File: src/logic/csr_op_pkg.sv
package csr_op_pkg;

	// low two bits of funct3 for the register forms of the CSR instructions.
	typedef enum logic [1:0] {
		CSR_OP_RW = 2'b01,
		CSR_OP_RS = 2'b10,
		CSR_OP_RC = 2'b11
	} csr_op_t;

	// bits 11:10 of a CSR index give its access class.
	// all ones there marks the read-only range.
	localparam int CSR_RO_FIELD_HI = 11;
	localparam int CSR_RO_FIELD_LO = 10;

endpackage

File: src/logic/csr_pkg.sv
package csr_pkg;

	// widths of a CSR address and a CSR value.
	localparam int CSR_INDEX_WIDTH = 12;
	localparam int CSR_DATA_WIDTH = 32;

	typedef logic [CSR_INDEX_WIDTH-1:0] csr_index_t;
	typedef logic [CSR_DATA_WIDTH-1:0] csr_data_t;

	// standard machine-mode CSR indices.
	localparam csr_index_t CSR_MIE = 12'h304;
	localparam csr_index_t CSR_MTVEC = 12'h305;
	localparam csr_index_t CSR_MEPC = 12'h341;
	localparam csr_index_t CSR_MCAUSE = 12'h342;
	localparam csr_index_t CSR_MIP = 12'h344;

	// identity registers, all of them read as zero on this core.
	localparam csr_index_t CSR_MVENDORID = 12'hF11;
	localparam csr_index_t CSR_MARCHID = 12'hF12;
	localparam csr_index_t CSR_MIMPID = 12'hF13;
	localparam csr_index_t CSR_MHARTID = 12'hF14;

	// the timer lives in the custom read/write machine range.
	localparam csr_index_t CSR_MTIME = 12'h7C0;
	localparam csr_index_t CSR_MTIMECMP = 12'h7C1;

	// timer enable in mie and timer pending in mip share this position.
	localparam int MIE_MTIE_BIT = 7;

	// interrupt flag in bit 31, machine timer interrupt code 7.
	localparam csr_data_t CAUSE_TIMER_IRQ = 32'h8000_0007;

	localparam csr_data_t CSR_RESET_VALUE = '0;
	localparam csr_data_t CSR_IDENTITY_VALUE = '0;
	localparam csr_data_t MTIME_RESET = '0;
	// compare at the top of the range, so the timer stays quiet after reset.
	localparam csr_data_t MTIMECMP_RESET = '1;

endpackage

File: src/logic/csr_file.sv
`timescale 1ns/100ps

module csr_file
	import csr_pkg::*;
(
	input logic i_clock,
	input logic i_reset,

	// timer interrupt level.
	input logic i_interrupt,

	// access from the CSR instruction unit.
	input csr_index_t i_index,
	output csr_data_t o_rdata,
	output logic o_index_known,
	input logic i_wr,
	input csr_data_t i_wdata,

	// timer registers, held in the timer and only read back here.
	input csr_data_t i_mtime,
	input csr_data_t i_mtimecmp,

	output csr_data_t o_epc,

	// trap request towards the pipeline.
	output logic o_irq_pending,
	output csr_data_t o_irq_pc,
	input logic i_irq_dispatched,
	input csr_data_t i_irq_epc
);

	logic mie_mtie;
	logic mip_mtip;
	csr_data_t mtvec;
	csr_data_t mepc;
	csr_data_t mcause;
	csr_data_t mie_value;
	csr_data_t mip_value;
	logic take_irq;

	// mie and mip hold a single live bit each.
	always_comb begin
		mie_value = '0;
		mie_value[MIE_MTIE_BIT] = mie_mtie;
		mip_value = '0;
		mip_value[MIE_MTIE_BIT] = mip_mtip;
	end

	assign o_epc = mepc;

	always_comb begin
		o_rdata = '0;
		o_index_known = 1'b1;
		case (i_index)
			CSR_MIE: o_rdata = mie_value;
			CSR_MTVEC: o_rdata = mtvec;
			CSR_MEPC: o_rdata = mepc;
			CSR_MCAUSE: o_rdata = mcause;
			CSR_MIP: o_rdata = mip_value;
			CSR_MVENDORID: o_rdata = CSR_IDENTITY_VALUE;
			CSR_MARCHID: o_rdata = CSR_IDENTITY_VALUE;
			CSR_MIMPID: o_rdata = CSR_IDENTITY_VALUE;
			CSR_MHARTID: o_rdata = CSR_IDENTITY_VALUE;
			CSR_MTIME: o_rdata = i_mtime;
			CSR_MTIMECMP: o_rdata = i_mtimecmp;
			default: o_index_known = 1'b0;
		endcase
	end

	// software writes to the enable and the vector.
	always_ff @(posedge i_clock) begin
		if (i_reset) begin
			mie_mtie <= 1'b0;
			mtvec <= CSR_RESET_VALUE;
		end else if (i_wr) begin
			if (i_index == CSR_MIE) begin
				mie_mtie <= i_wdata[MIE_MTIE_BIT];
			end
			if (i_index == CSR_MTVEC) begin
				mtvec <= i_wdata;
			end
		end
	end

	// a new trap is only taken while none is waiting for dispatch.
	assign take_irq = i_interrupt && mie_mtie && !o_irq_pending;

	// The trap sequence outranks software writes to mcause and mepc.
	// A dispatch in the same cycle as a new take wins, and the level
	// is sampled again on the following edge.
	always_ff @(posedge i_clock) begin
		if (i_reset) begin
			o_irq_pending <= 1'b0;
			mip_mtip <= 1'b0;
			mcause <= CSR_RESET_VALUE;
			mepc <= CSR_RESET_VALUE;
		end else begin
			if (i_wr && i_index == CSR_MCAUSE) begin
				mcause <= i_wdata;
			end
			if (i_wr && i_index == CSR_MEPC) begin
				mepc <= i_wdata;
			end

			if (take_irq) begin
				o_irq_pending <= 1'b1;
				mip_mtip <= 1'b1;
				mcause <= CAUSE_TIMER_IRQ;
			end

			if (i_irq_dispatched) begin
				o_irq_pending <= 1'b0;
				mip_mtip <= 1'b0;
				mepc <= i_irq_epc;
			end
		end
	end

	// the handler address is captured with the trap itself.
	always_ff @(posedge i_clock) begin
		if (take_irq) begin
			o_irq_pc <= mtvec;
		end
	end

endmodule

File: src/logic/csr_op_unit.sv
`timescale 1ns/100ps

module csr_op_unit
	import csr_pkg::*, csr_op_pkg::*;
(
	input logic i_clock,
	input logic i_reset,

	// one CSR instruction per cycle, no back-pressure.
	input logic i_valid,
	input csr_op_t i_op,
	input csr_index_t i_index,
	input csr_data_t i_operand,

	// combinational read port of the CSR file.
	input csr_data_t i_csr_rdata,
	input logic i_index_known,
	output csr_index_t o_csr_index,

	// write strobe seen by the CSR file and the timer alike.
	output logic o_wr,
	output csr_data_t o_wdata,

	// completion, one cycle after the request.
	output logic o_done,
	output csr_data_t o_result,
	output logic o_illegal
);

	logic ro_index;
	logic write_attempt;
	logic illegal;
	csr_data_t new_value;

	// the read happens on the request's own index, in the same cycle.
	assign o_csr_index = i_index;

	assign ro_index = &i_index[CSR_RO_FIELD_HI:CSR_RO_FIELD_LO];

	always_comb begin
		new_value = i_csr_rdata;
		write_attempt = 1'b0;
		case (i_op)
			CSR_OP_RW: begin
				// csrrw always counts as a write, even of zero.
				new_value = i_operand;
				write_attempt = 1'b1;
			end
			CSR_OP_RS: begin
				new_value = i_csr_rdata | i_operand;
				write_attempt = |i_operand;
			end
			CSR_OP_RC: begin
				new_value = i_csr_rdata & ~i_operand;
				write_attempt = |i_operand;
			end
			default: begin
				write_attempt = 1'b0;
			end
		endcase
	end

	assign illegal = !i_index_known || (write_attempt && ro_index);

	assign o_wr = i_valid && write_attempt && !illegal;
	assign o_wdata = new_value;

	always_ff @(posedge i_clock) begin
		if (i_reset) begin
			o_done <= 1'b0;
			o_illegal <= 1'b0;
		end else begin
			o_done <= i_valid;
			o_illegal <= i_valid && illegal;
		end
	end

	// an illegal request hands back zero instead of the old value.
	always_ff @(posedge i_clock) begin
		if (i_valid) begin
			o_result <= illegal ? '0 : i_csr_rdata;
		end
	end

endmodule

File: src/logic/machine_timer.sv
`timescale 1ns/100ps

module machine_timer
	import csr_pkg::*;
(
	input logic i_clock,
	input logic i_reset,

	// shared CSR write strobe, only mtimecmp is taken here.
	input logic i_wr,
	input csr_index_t i_index,
	input csr_data_t i_wdata,

	output csr_data_t o_mtime,
	output csr_data_t o_mtimecmp,
	output logic o_timer_irq
);

	logic cmp_write;
	csr_data_t mtime_next;
	csr_data_t mtimecmp_next;

	assign cmp_write = i_wr && (i_index == CSR_MTIMECMP);

	// the counter wraps silently at 32 bits.
	assign mtime_next = o_mtime + 1'b1;
	assign mtimecmp_next = cmp_write ? i_wdata : o_mtimecmp;

	always_ff @(posedge i_clock) begin
		if (i_reset) begin
			o_mtime <= MTIME_RESET;
		end else begin
			o_mtime <= mtime_next;
		end
	end

	always_ff @(posedge i_clock) begin
		if (i_reset) begin
			o_mtimecmp <= MTIMECMP_RESET;
		end else begin
			o_mtimecmp <= mtimecmp_next;
		end
	end

	// The comparison is made on the next-state values, so the registered
	// level always agrees with the mtime and mtimecmp shown beside it.
	// A compare write therefore moves the level in the following cycle.
	always_ff @(posedge i_clock) begin
		if (i_reset) begin
			o_timer_irq <= 1'b0;
		end else begin
			o_timer_irq <= (mtime_next >= mtimecmp_next);
		end
	end

endmodule

File: src/logic/trap_subsystem.sv
`timescale 1ns/100ps

module trap_subsystem
	import csr_pkg::*, csr_op_pkg::*;
(
	input logic i_clock,
	input logic i_reset,

	input logic i_valid,
	input csr_op_t i_op,
	input csr_index_t i_index,
	input csr_data_t i_operand,
	output logic o_done,
	output csr_data_t o_result,
	output logic o_illegal,

	output logic o_irq_pending,
	output csr_data_t o_irq_pc,
	input logic i_irq_dispatched,
	input csr_data_t i_irq_epc,
	output csr_data_t o_epc
);

	csr_index_t csr_index;
	csr_data_t csr_rdata;
	logic index_known;
	logic csr_wr;
	csr_data_t csr_wdata;
	csr_data_t mtime;
	csr_data_t mtimecmp;
	logic timer_irq;

	csr_op_unit i_csr_op_unit (
		.i_clock(i_clock),
		.i_reset(i_reset),
		.i_valid(i_valid),
		.i_op(i_op),
		.i_index(i_index),
		.i_operand(i_operand),
		.i_csr_rdata(csr_rdata),
		.i_index_known(index_known),
		.o_csr_index(csr_index),
		.o_wr(csr_wr),
		.o_wdata(csr_wdata),
		.o_done(o_done),
		.o_result(o_result),
		.o_illegal(o_illegal)
	);

	// the timer snoops the same write strobe as the CSR file.
	machine_timer i_machine_timer (
		.i_clock(i_clock),
		.i_reset(i_reset),
		.i_wr(csr_wr),
		.i_index(csr_index),
		.i_wdata(csr_wdata),
		.o_mtime(mtime),
		.o_mtimecmp(mtimecmp),
		.o_timer_irq(timer_irq)
	);

	csr_file i_csr_file (
		.i_clock(i_clock),
		.i_reset(i_reset),
		.i_interrupt(timer_irq),
		.i_index(csr_index),
		.o_rdata(csr_rdata),
		.o_index_known(index_known),
		.i_wr(csr_wr),
		.i_wdata(csr_wdata),
		.i_mtime(mtime),
		.i_mtimecmp(mtimecmp),
		.o_epc(o_epc),
		.o_irq_pending(o_irq_pending),
		.o_irq_pc(o_irq_pc),
		.i_irq_dispatched(i_irq_dispatched),
		.i_irq_epc(i_irq_epc)
	);

endmodule

File: config.mk
export PLATFORM = sky130hd
export DESIGN_NAME = trap_subsystem
export DESIGN_NICKNAME = d
export VERILOG_FILES = /design/src/logic/csr_op_pkg.sv /design/src/logic/csr_pkg.sv /design/src/logic/csr_file.sv /design/src/logic/csr_op_unit.sv /design/src/logic/machine_timer.sv /design/src/logic/trap_subsystem.sv
export SDC_FILE = /design/constraint.sdc
export NUM_CORES = 1
export LEC_CHECK = 0
export ABC_AREA = 1
export BUFFER_PORTS_ARGS = -buffer_cell sky130_fd_sc_hd__buf_2
export CAP_MARGIN = 20
export CORE_ASPECT_RATIO = 1.1
export CORE_UTILIZATION = 55
export CTS_BUF_LIST = sky130_fd_sc_hd__clkbuf_4 sky130_fd_sc_hd__clkbuf_8 sky130_fd_sc_hd__clkbuf_16
export CTS_CLUSTER_SIZE = 12
export DETAILED_ROUTE_END_ITERATION = 6
export GPL_TIMING_DRIVEN = 1
export PLACE_DENSITY = 0.8
export SETUP_SLACK_MARGIN = 0.1
export SLEW_MARGIN = 20
export SYNTH_ARGS = -nofsm -noshare
export SYNTH_HDL_FRONTEND = slang
export SYNTH_HIERARCHICAL = 1
export SYNTH_SLANG_ARGS = --single-unit
File: constraint.sdc
create_clock -name i_clock -period 4.91 [get_ports i_clock]
set_input_delay 0.982 -clock i_clock [delete_from_list [all_inputs] [get_ports i_clock]]
set_output_delay 0.982 -clock i_clock [all_outputs]
set_load 0.02 [all_outputs]
**Yosys cells after proc, flatten, opt, wreduce, memory -nomap -nowiden**

Cells that the tools add are included.

- Word-level logic and storage cells: 64
- Output and inout port bits: 99
- Register bits: 229
- Input bits: 82

- Multiplexer cells: 9
- Bitwise logic cells: 3
- Reduce and logical (&&, ||, !) cells: 23
- Equal/unequal tests: 14
- $add $sub $neg: 1
- $lt $le $gt $ge: 1

Operators with widths:

| kind | number |
|---|---|
| $pmux 32 s7 | 1 |
| $mux 32 | 5 |
| $pmux 32 s3 | 1 |
| $eq 12x10->1 const B | 5 |
| $eq 12x12->1 const B | 4 |
| $add 32x1->32 const B | 1 |
| $and 32x32->32 | 1 |
| $ge 32x32->1 | 1 |
| $not 32->32 | 1 |
| $or 32x32->32 | 1 |
| $reduce_or 32->1 | 1 |
| $eq 12x11->1 const B | 2 |
| $reduce_or 11->1 | 1 |
| $logic_and 1x1->1 | 9 |
| $reduce_and 2->1 | 3 |
| $reduce_or 2->1 | 3 |
| $eq 2x2->1 const B | 2 |
| $reduce_bool 2->1 | 2 |
| $logic_not 1->1 | 3 |
| $eq 2x1->1 const B | 1 |
| $pmux 1 s2 | 1 |
| $logic_or 1x1->1 | 1 |
| $mux 1 | 1 |

**Longest topological paths before layout**

- Depth after elaboration: 10
- Depth in mapped cells: 32

**Hierarchy**

Netlist, hierarchy kept.

By module, submodules not included:

| module | times used | area an instance (µm²) | cells an instance |
|---|---|---|---|
| csr_file | 1 | 6,636.4 | 1,005 |
| machine_timer | 1 | 4,067.7 | 587 |
| csr_op_unit | 1 | 2,080.7 | 263 |

**Least setup slack after synthesis**

Ideal clock, no wire load.

- Path type: input to register
- Start: in i_index[5]
- End: reg i_machine_timer.o_timer_irq
- Data arrival time: 4,380 ps
- Cell stages on the path: 28
- Path slack: 459 ps
- Cells stage by stage: buf_4 nor2_1 nand2_1 nor2_2 buf_4 buf_2 nand2_1 nand2_1 nor2_1 nand3_1 nand2_4 buf_6 nor2_1 inv_1 nor4_1 nand2_1 buf_2 buf_2 o21a_1 ha_1 nand2_1 nor2_1 nand2_1 o21ai_0 nor2_1 nand2_1 nand2_1 a21oi_1

- Longest elaborated chain between the ends: 10
- Elaborated cells on any way between the ends: 24

Ends and longest elaborated chain:

| what | RTL line | RTL |
|---|---|---|
| start: declaration | trap_subsystem.sv:11 | `input csr_index_t i_index,` |
| $eq 12x10->1, or another cell as far along | csr_file.sv:54 | `case (i_index)` |
| $reduce_or 11->1 (no line) (*) | n/a |  |
| $mux 1 (*) | csr_file.sv:54 |  |
| via index_known | trap_subsystem.sv:26 | `logic index_known;` |
| $logic_not 1->1 (*) | csr_op_unit.sv:63 | `assign illegal = !i_index_known \|\| (write_attempt && ro_index);` |
| $logic_or 1x1->1 (*) | csr_op_unit.sv:63 |  |
| $logic_not 1->1 (*) | csr_op_unit.sv:65 | `assign o_wr = i_valid && write_attempt && !illegal;` |
| $logic_and 1x1->1 (*) | csr_op_unit.sv:65 |  |
| via csr_wr | trap_subsystem.sv:27 | `logic csr_wr;` |
| $logic_and 1x1->1 (*) | machine_timer.sv:23 | `assign cmp_write = i_wr && (i_index == CSR_MTIMECMP);` |
| $mux 32 (*) | machine_timer.sv:27 | `assign mtimecmp_next = cmp_write ? i_wdata : o_mtimecmp;` |
| $ge 32x32->1 (*) | machine_timer.sv:52 | `o_timer_irq <= (mtime_next >= mtimecmp_next);` |
| end signal: assignment | machine_timer.sv:52 |  |
| end: declaration | machine_timer.sv:16 | `output logic o_timer_irq` |

Mark *: on every way through the listed nets, which the timed path passes. The rest lies on a longest branch.
A chain may end at the register's enable or synchronous reset.

**Worst setup path in the final report**

Ends and elaborated chain as after synthesis.

==> impl_metrics.py <==
metrics = {
    "outcome": {
        "outcome": "completed",
    },
    "placed_design": {
        "post-dp-hpwl_um": 27700,
        "dpl_cell_area_um2": 13800,
        "dp_cells": 2265,
        "preCtsSetupSlack_ns": 0.314,
        "place_congestion": 0.972,
        "io_buffers": 180,
    },
    "pwr": {
        "netSwitchingPower_mw": 0.986,
        "pwr-share-clk_pct": 42.7,
        "pwr-share-comb_pct": 8.5,
        "p_leak_nw": 7.16,
        "powerDensity_nw_per_um2": 280,
        "p_int_mw": 3.08,
        "seq_power_share_pct": 48.8,
        "total_power_mw": 4.06,
        "ir_drop_mv": 0.214,
        "sw_frac_of_total_pct": 24.3,
    },
    "global_routing": {
        "grt_pass1_wl_um": 58900,
        "grt_pass1_vias": 11318,
        "antenna_found_initial": 0,
        "grtUsageTotal_pct": 31.1,
        "overflow": 0,
        "grt_max_degree": 85,
    },
    "logic_synthesis": {
        "yosysMostFrequentCell": "nand2_1",
        "synth_area_um2": 12800,
        "netlist_top_cells_area": "dfxtp_1, edfxtp_1, nand2_1",
        "ys_seq_area_share_pct": 40.9,
        "synth_area_per_cell_um2": 6.89,
        "synth_top_cell_area_share_pct": 25.8,
        "yosysWarnings": 6,
        "async_reset_ff_share_pct": 0,
        "syn_nets": 1970,
        "synth_edf_count": 64,
        "syn_inst": 1855,
        "synth_common_cells": "nand2_1, nor2_1, inv_1",
        "synth_flop_cell": "dfxtp_1",
        "synth-seq-cells": 229,
        "synth.largest_area_cell": "dfxtp_1",
        "synth.distinct_cells": 39,
    },
    "routing": {
        "num_vias": 12573,
        "drt_first_pass_iters": 5,
        "routed_wl_um": 37500,
        "maxUsedRoutingLayer": "met4",
        "wl_met1_um": 15600,
        "drtIter0Drc": 1214,
        "via_per_inst": 5.45,
        "avgRoutedWirePerCell_um": 16.3,
        "wl_met3_um": 3930,
        "ant_nets": 0,
        "wl_met2_um": 16600,
        "drc": 0,
    },
    "floorplanning": {
        "io_pins": 181,
        "row_count": 58,
        "core_area_um2": 22900,
        "dieHeight_um": 162,
        "start_util_pct": 55.9,
        "design.die.area_um2": 23900,
        "dieWidth_um": 147,
    },
    "clock_tree": {
        "post_cts_buffers": 0,
        "clk_pin_slew_ns": 0.06,
        "clk_latency_ns": 0.52,
        "tritoncts": "built",
        "clock-sinks": 229,
        "cts_max_path_buffers": 3,
        "cts_resized": 0,
        "cts-root-buf": "clkbuf_16",
        "h-tree-depth": 1,
        "ctsHoldBuffers": 0,
        "cts_made_buffers": 24,
    },
    "timing": {
        "min_period_over_period_pct": 83.7,
        "slew_headroom_pct": 27.2,
        "fin_crit_ns": 4.11,
        "finalWorstSetupSlack_ns": 0.803,
        "rsz0062_at_grt": "false",
        "hold_viol": 0,
        "finalClockSkew_ns": 0.0152,
        "setup_violations": 0,
        "whs_ns": 0.430,
        "tns_ns": 0,
        "slew_violations": 0,
        "fmax_ghz": 0.243,
        "worst_slew_pin_slew_ns": 1.09,
    },
    "run": {
        "cap_violations": 0,
    },
    "cells_and_area": {
        "final_nets": 2106,
        "fillers": 2002,
        "layout.area.seq_um2": 5230,
        "area_growth_pct": 13.4,
        "final_core_util_pct": 63.4,
        "finalInstanceArea_um2": 14500,
        "layout-drive-gt1-share_pct": 14.3,
        "antennaDiodeCount": 0,
        "multi_input_area_um2": 5920,
        "final_cells": 2308,
    },
    "worst_setup_path": {
        "r2r-end": "i_machine_timer/o_timer_irq",
        "critPathCaptureType": "flip-flop",
        "cp.arrival_ns": 4.56,
        "reg2regPathDepth": 17,
        "worstSetupEndpoint": "i_machine_timer/o_timer_irq",
        "critPathMaxFanout": 84,
        "critPathRequiredTime_ns": 5.36,
        "crit_type": "primary input to flip-flop",
        "critPathLaunch": "i_index[5]",
        "r2r-start": "i_machine_timer/o_mtime[0]",
        "ff2ff_setup_slack_ns": 2.03,
        "cp-start-kind": "primary input",
    },
    "worst_hold_path": {
        "hold_path.startpoint": "i_csr_file/mtvec[12]",
        "hp-class": "flip-flop to flip-flop",
    },
}
## layout by cell type (no fill, tap or decap), drive strengths merged
master  Yosys  layout
buf        57     208
a21o        2       2
clkbuf     41      37
and3        1       1
nor4        3       3
nand3      79      79
o21a       29      29
edfxtp     64      64
xnor2       3       3
and2        2       2
nor3       17      17
o21bai      1       1
xor2       13      13
clkinv      0       6
a21oi     101     101
o211ai     29      29
nor2      308     308
nor3b       2       2
dfxtp     165     165
or2         7       7
o22ai      30      30
o21ai     101     101
nand3b     15      15
nand4      13      13
nand2     443     443
ha         33      33
inv       296     296
## layer usage
layer | vias to the layer above | track usage [%]
li1 | 6106 | -
met1 | 5679 | 43.2
met2 | 694 | 48.6
met3 | 94 | 4.38
met4 | 0 | 12.8
met5 | - | 0
## worst min-delay path by stage
stage	endpoint	slack (ns)	cells after the start
6_report	i_csr_file/o_irq_pc[12]	0.43	0
5_1_grt	i_csr_file/o_irq_pc[12]	0.43	0
3_3_place_gp	i_csr_file/o_irq_pc[19]	0.41	0
2_1_floorplan	i_csr_file/o_irq_pc[0]	0.41	0
3_5_place_dp	i_csr_file/o_irq_pc[12]	0.42	0
4_1_cts	i_csr_file/o_irq_pc[12]	0.43	0
## cells by family after synthesis
kind of cell,Yosys count,synth area share (%)
AND/OR/NAND/NOR,890,29.0
buffers and inverters,394,12.8
AO/OA/AOI/OAI,293,13.0
flip-flops,229,40.9
adder cells (fa/ha/maj),33,3.23
XOR/XNOR,16,1.10
## registers in the layout, summed over array words and instances (netlist names)
name and flops:
i_machine_timer/o_timer_irq 1, i_csr_file/mie_mtie 1, i_csr_file/mcause 32, i_csr_file/o_epc 32, i_csr_op_unit/o_illegal 1, i_csr_file/mtvec 32
i_csr_file/mip_mtip 1, i_machine_timer/o_mtime 32, i_csr_op_unit/o_done 1, i_machine_timer/o_mtimecmp 32, i_csr_file/o_irq_pc 32, i_csr_op_unit/o_result 32
## power by group through the flow
stage,logic [mW],clock network [mW],registers (mW)
5_1_grt,0.373,1.82,1.99
6_report,0.345,1.74,1.99
4_1_cts,0.337,1.75,1.98
3_3_place_gp,0.330,0,2.02
2_1_floorplan,0.178,0,2.05
3_5_place_dp,0.334,0,2.02
## area by class of cell
type	instances	share of cell area [%]
Clock buffer	37	4.98
Clock inverter	6	0.173
Inverter	296	7.66
Multi-Input combinational cell	1232	40.8
Sequential cell	229	36.0
Tap cell	300	2.59
Timing Repair Buffer	208	7.75
## worst max-delay path, stage by stage
cell,delay [ns]
buf_2,0.12
nor2_1,0.16
nand2_1,0.07
nor2_1,0.21
nand2_1,0.07
buf_4,0.23
nand2_1,0.10
nor2_1,0.04
nand3_1,0.13
nand2_4,0.07
nor2_1,0.21
inv_1,0.07
nor4_1,0.29
nand2_2,0.07
buf_4,0.35
o21a_1,0.28
ha_1,0.29
nand2_1,0.08
nor2_1,0.16
nand2_1,0.08
o21ai_0,0.15
nor2_1,0.05
nand2_1,0.08
nand2_1,0.05
a21oi_1,0.10
No activity file was read; power rests on OpenSTA's default activity.
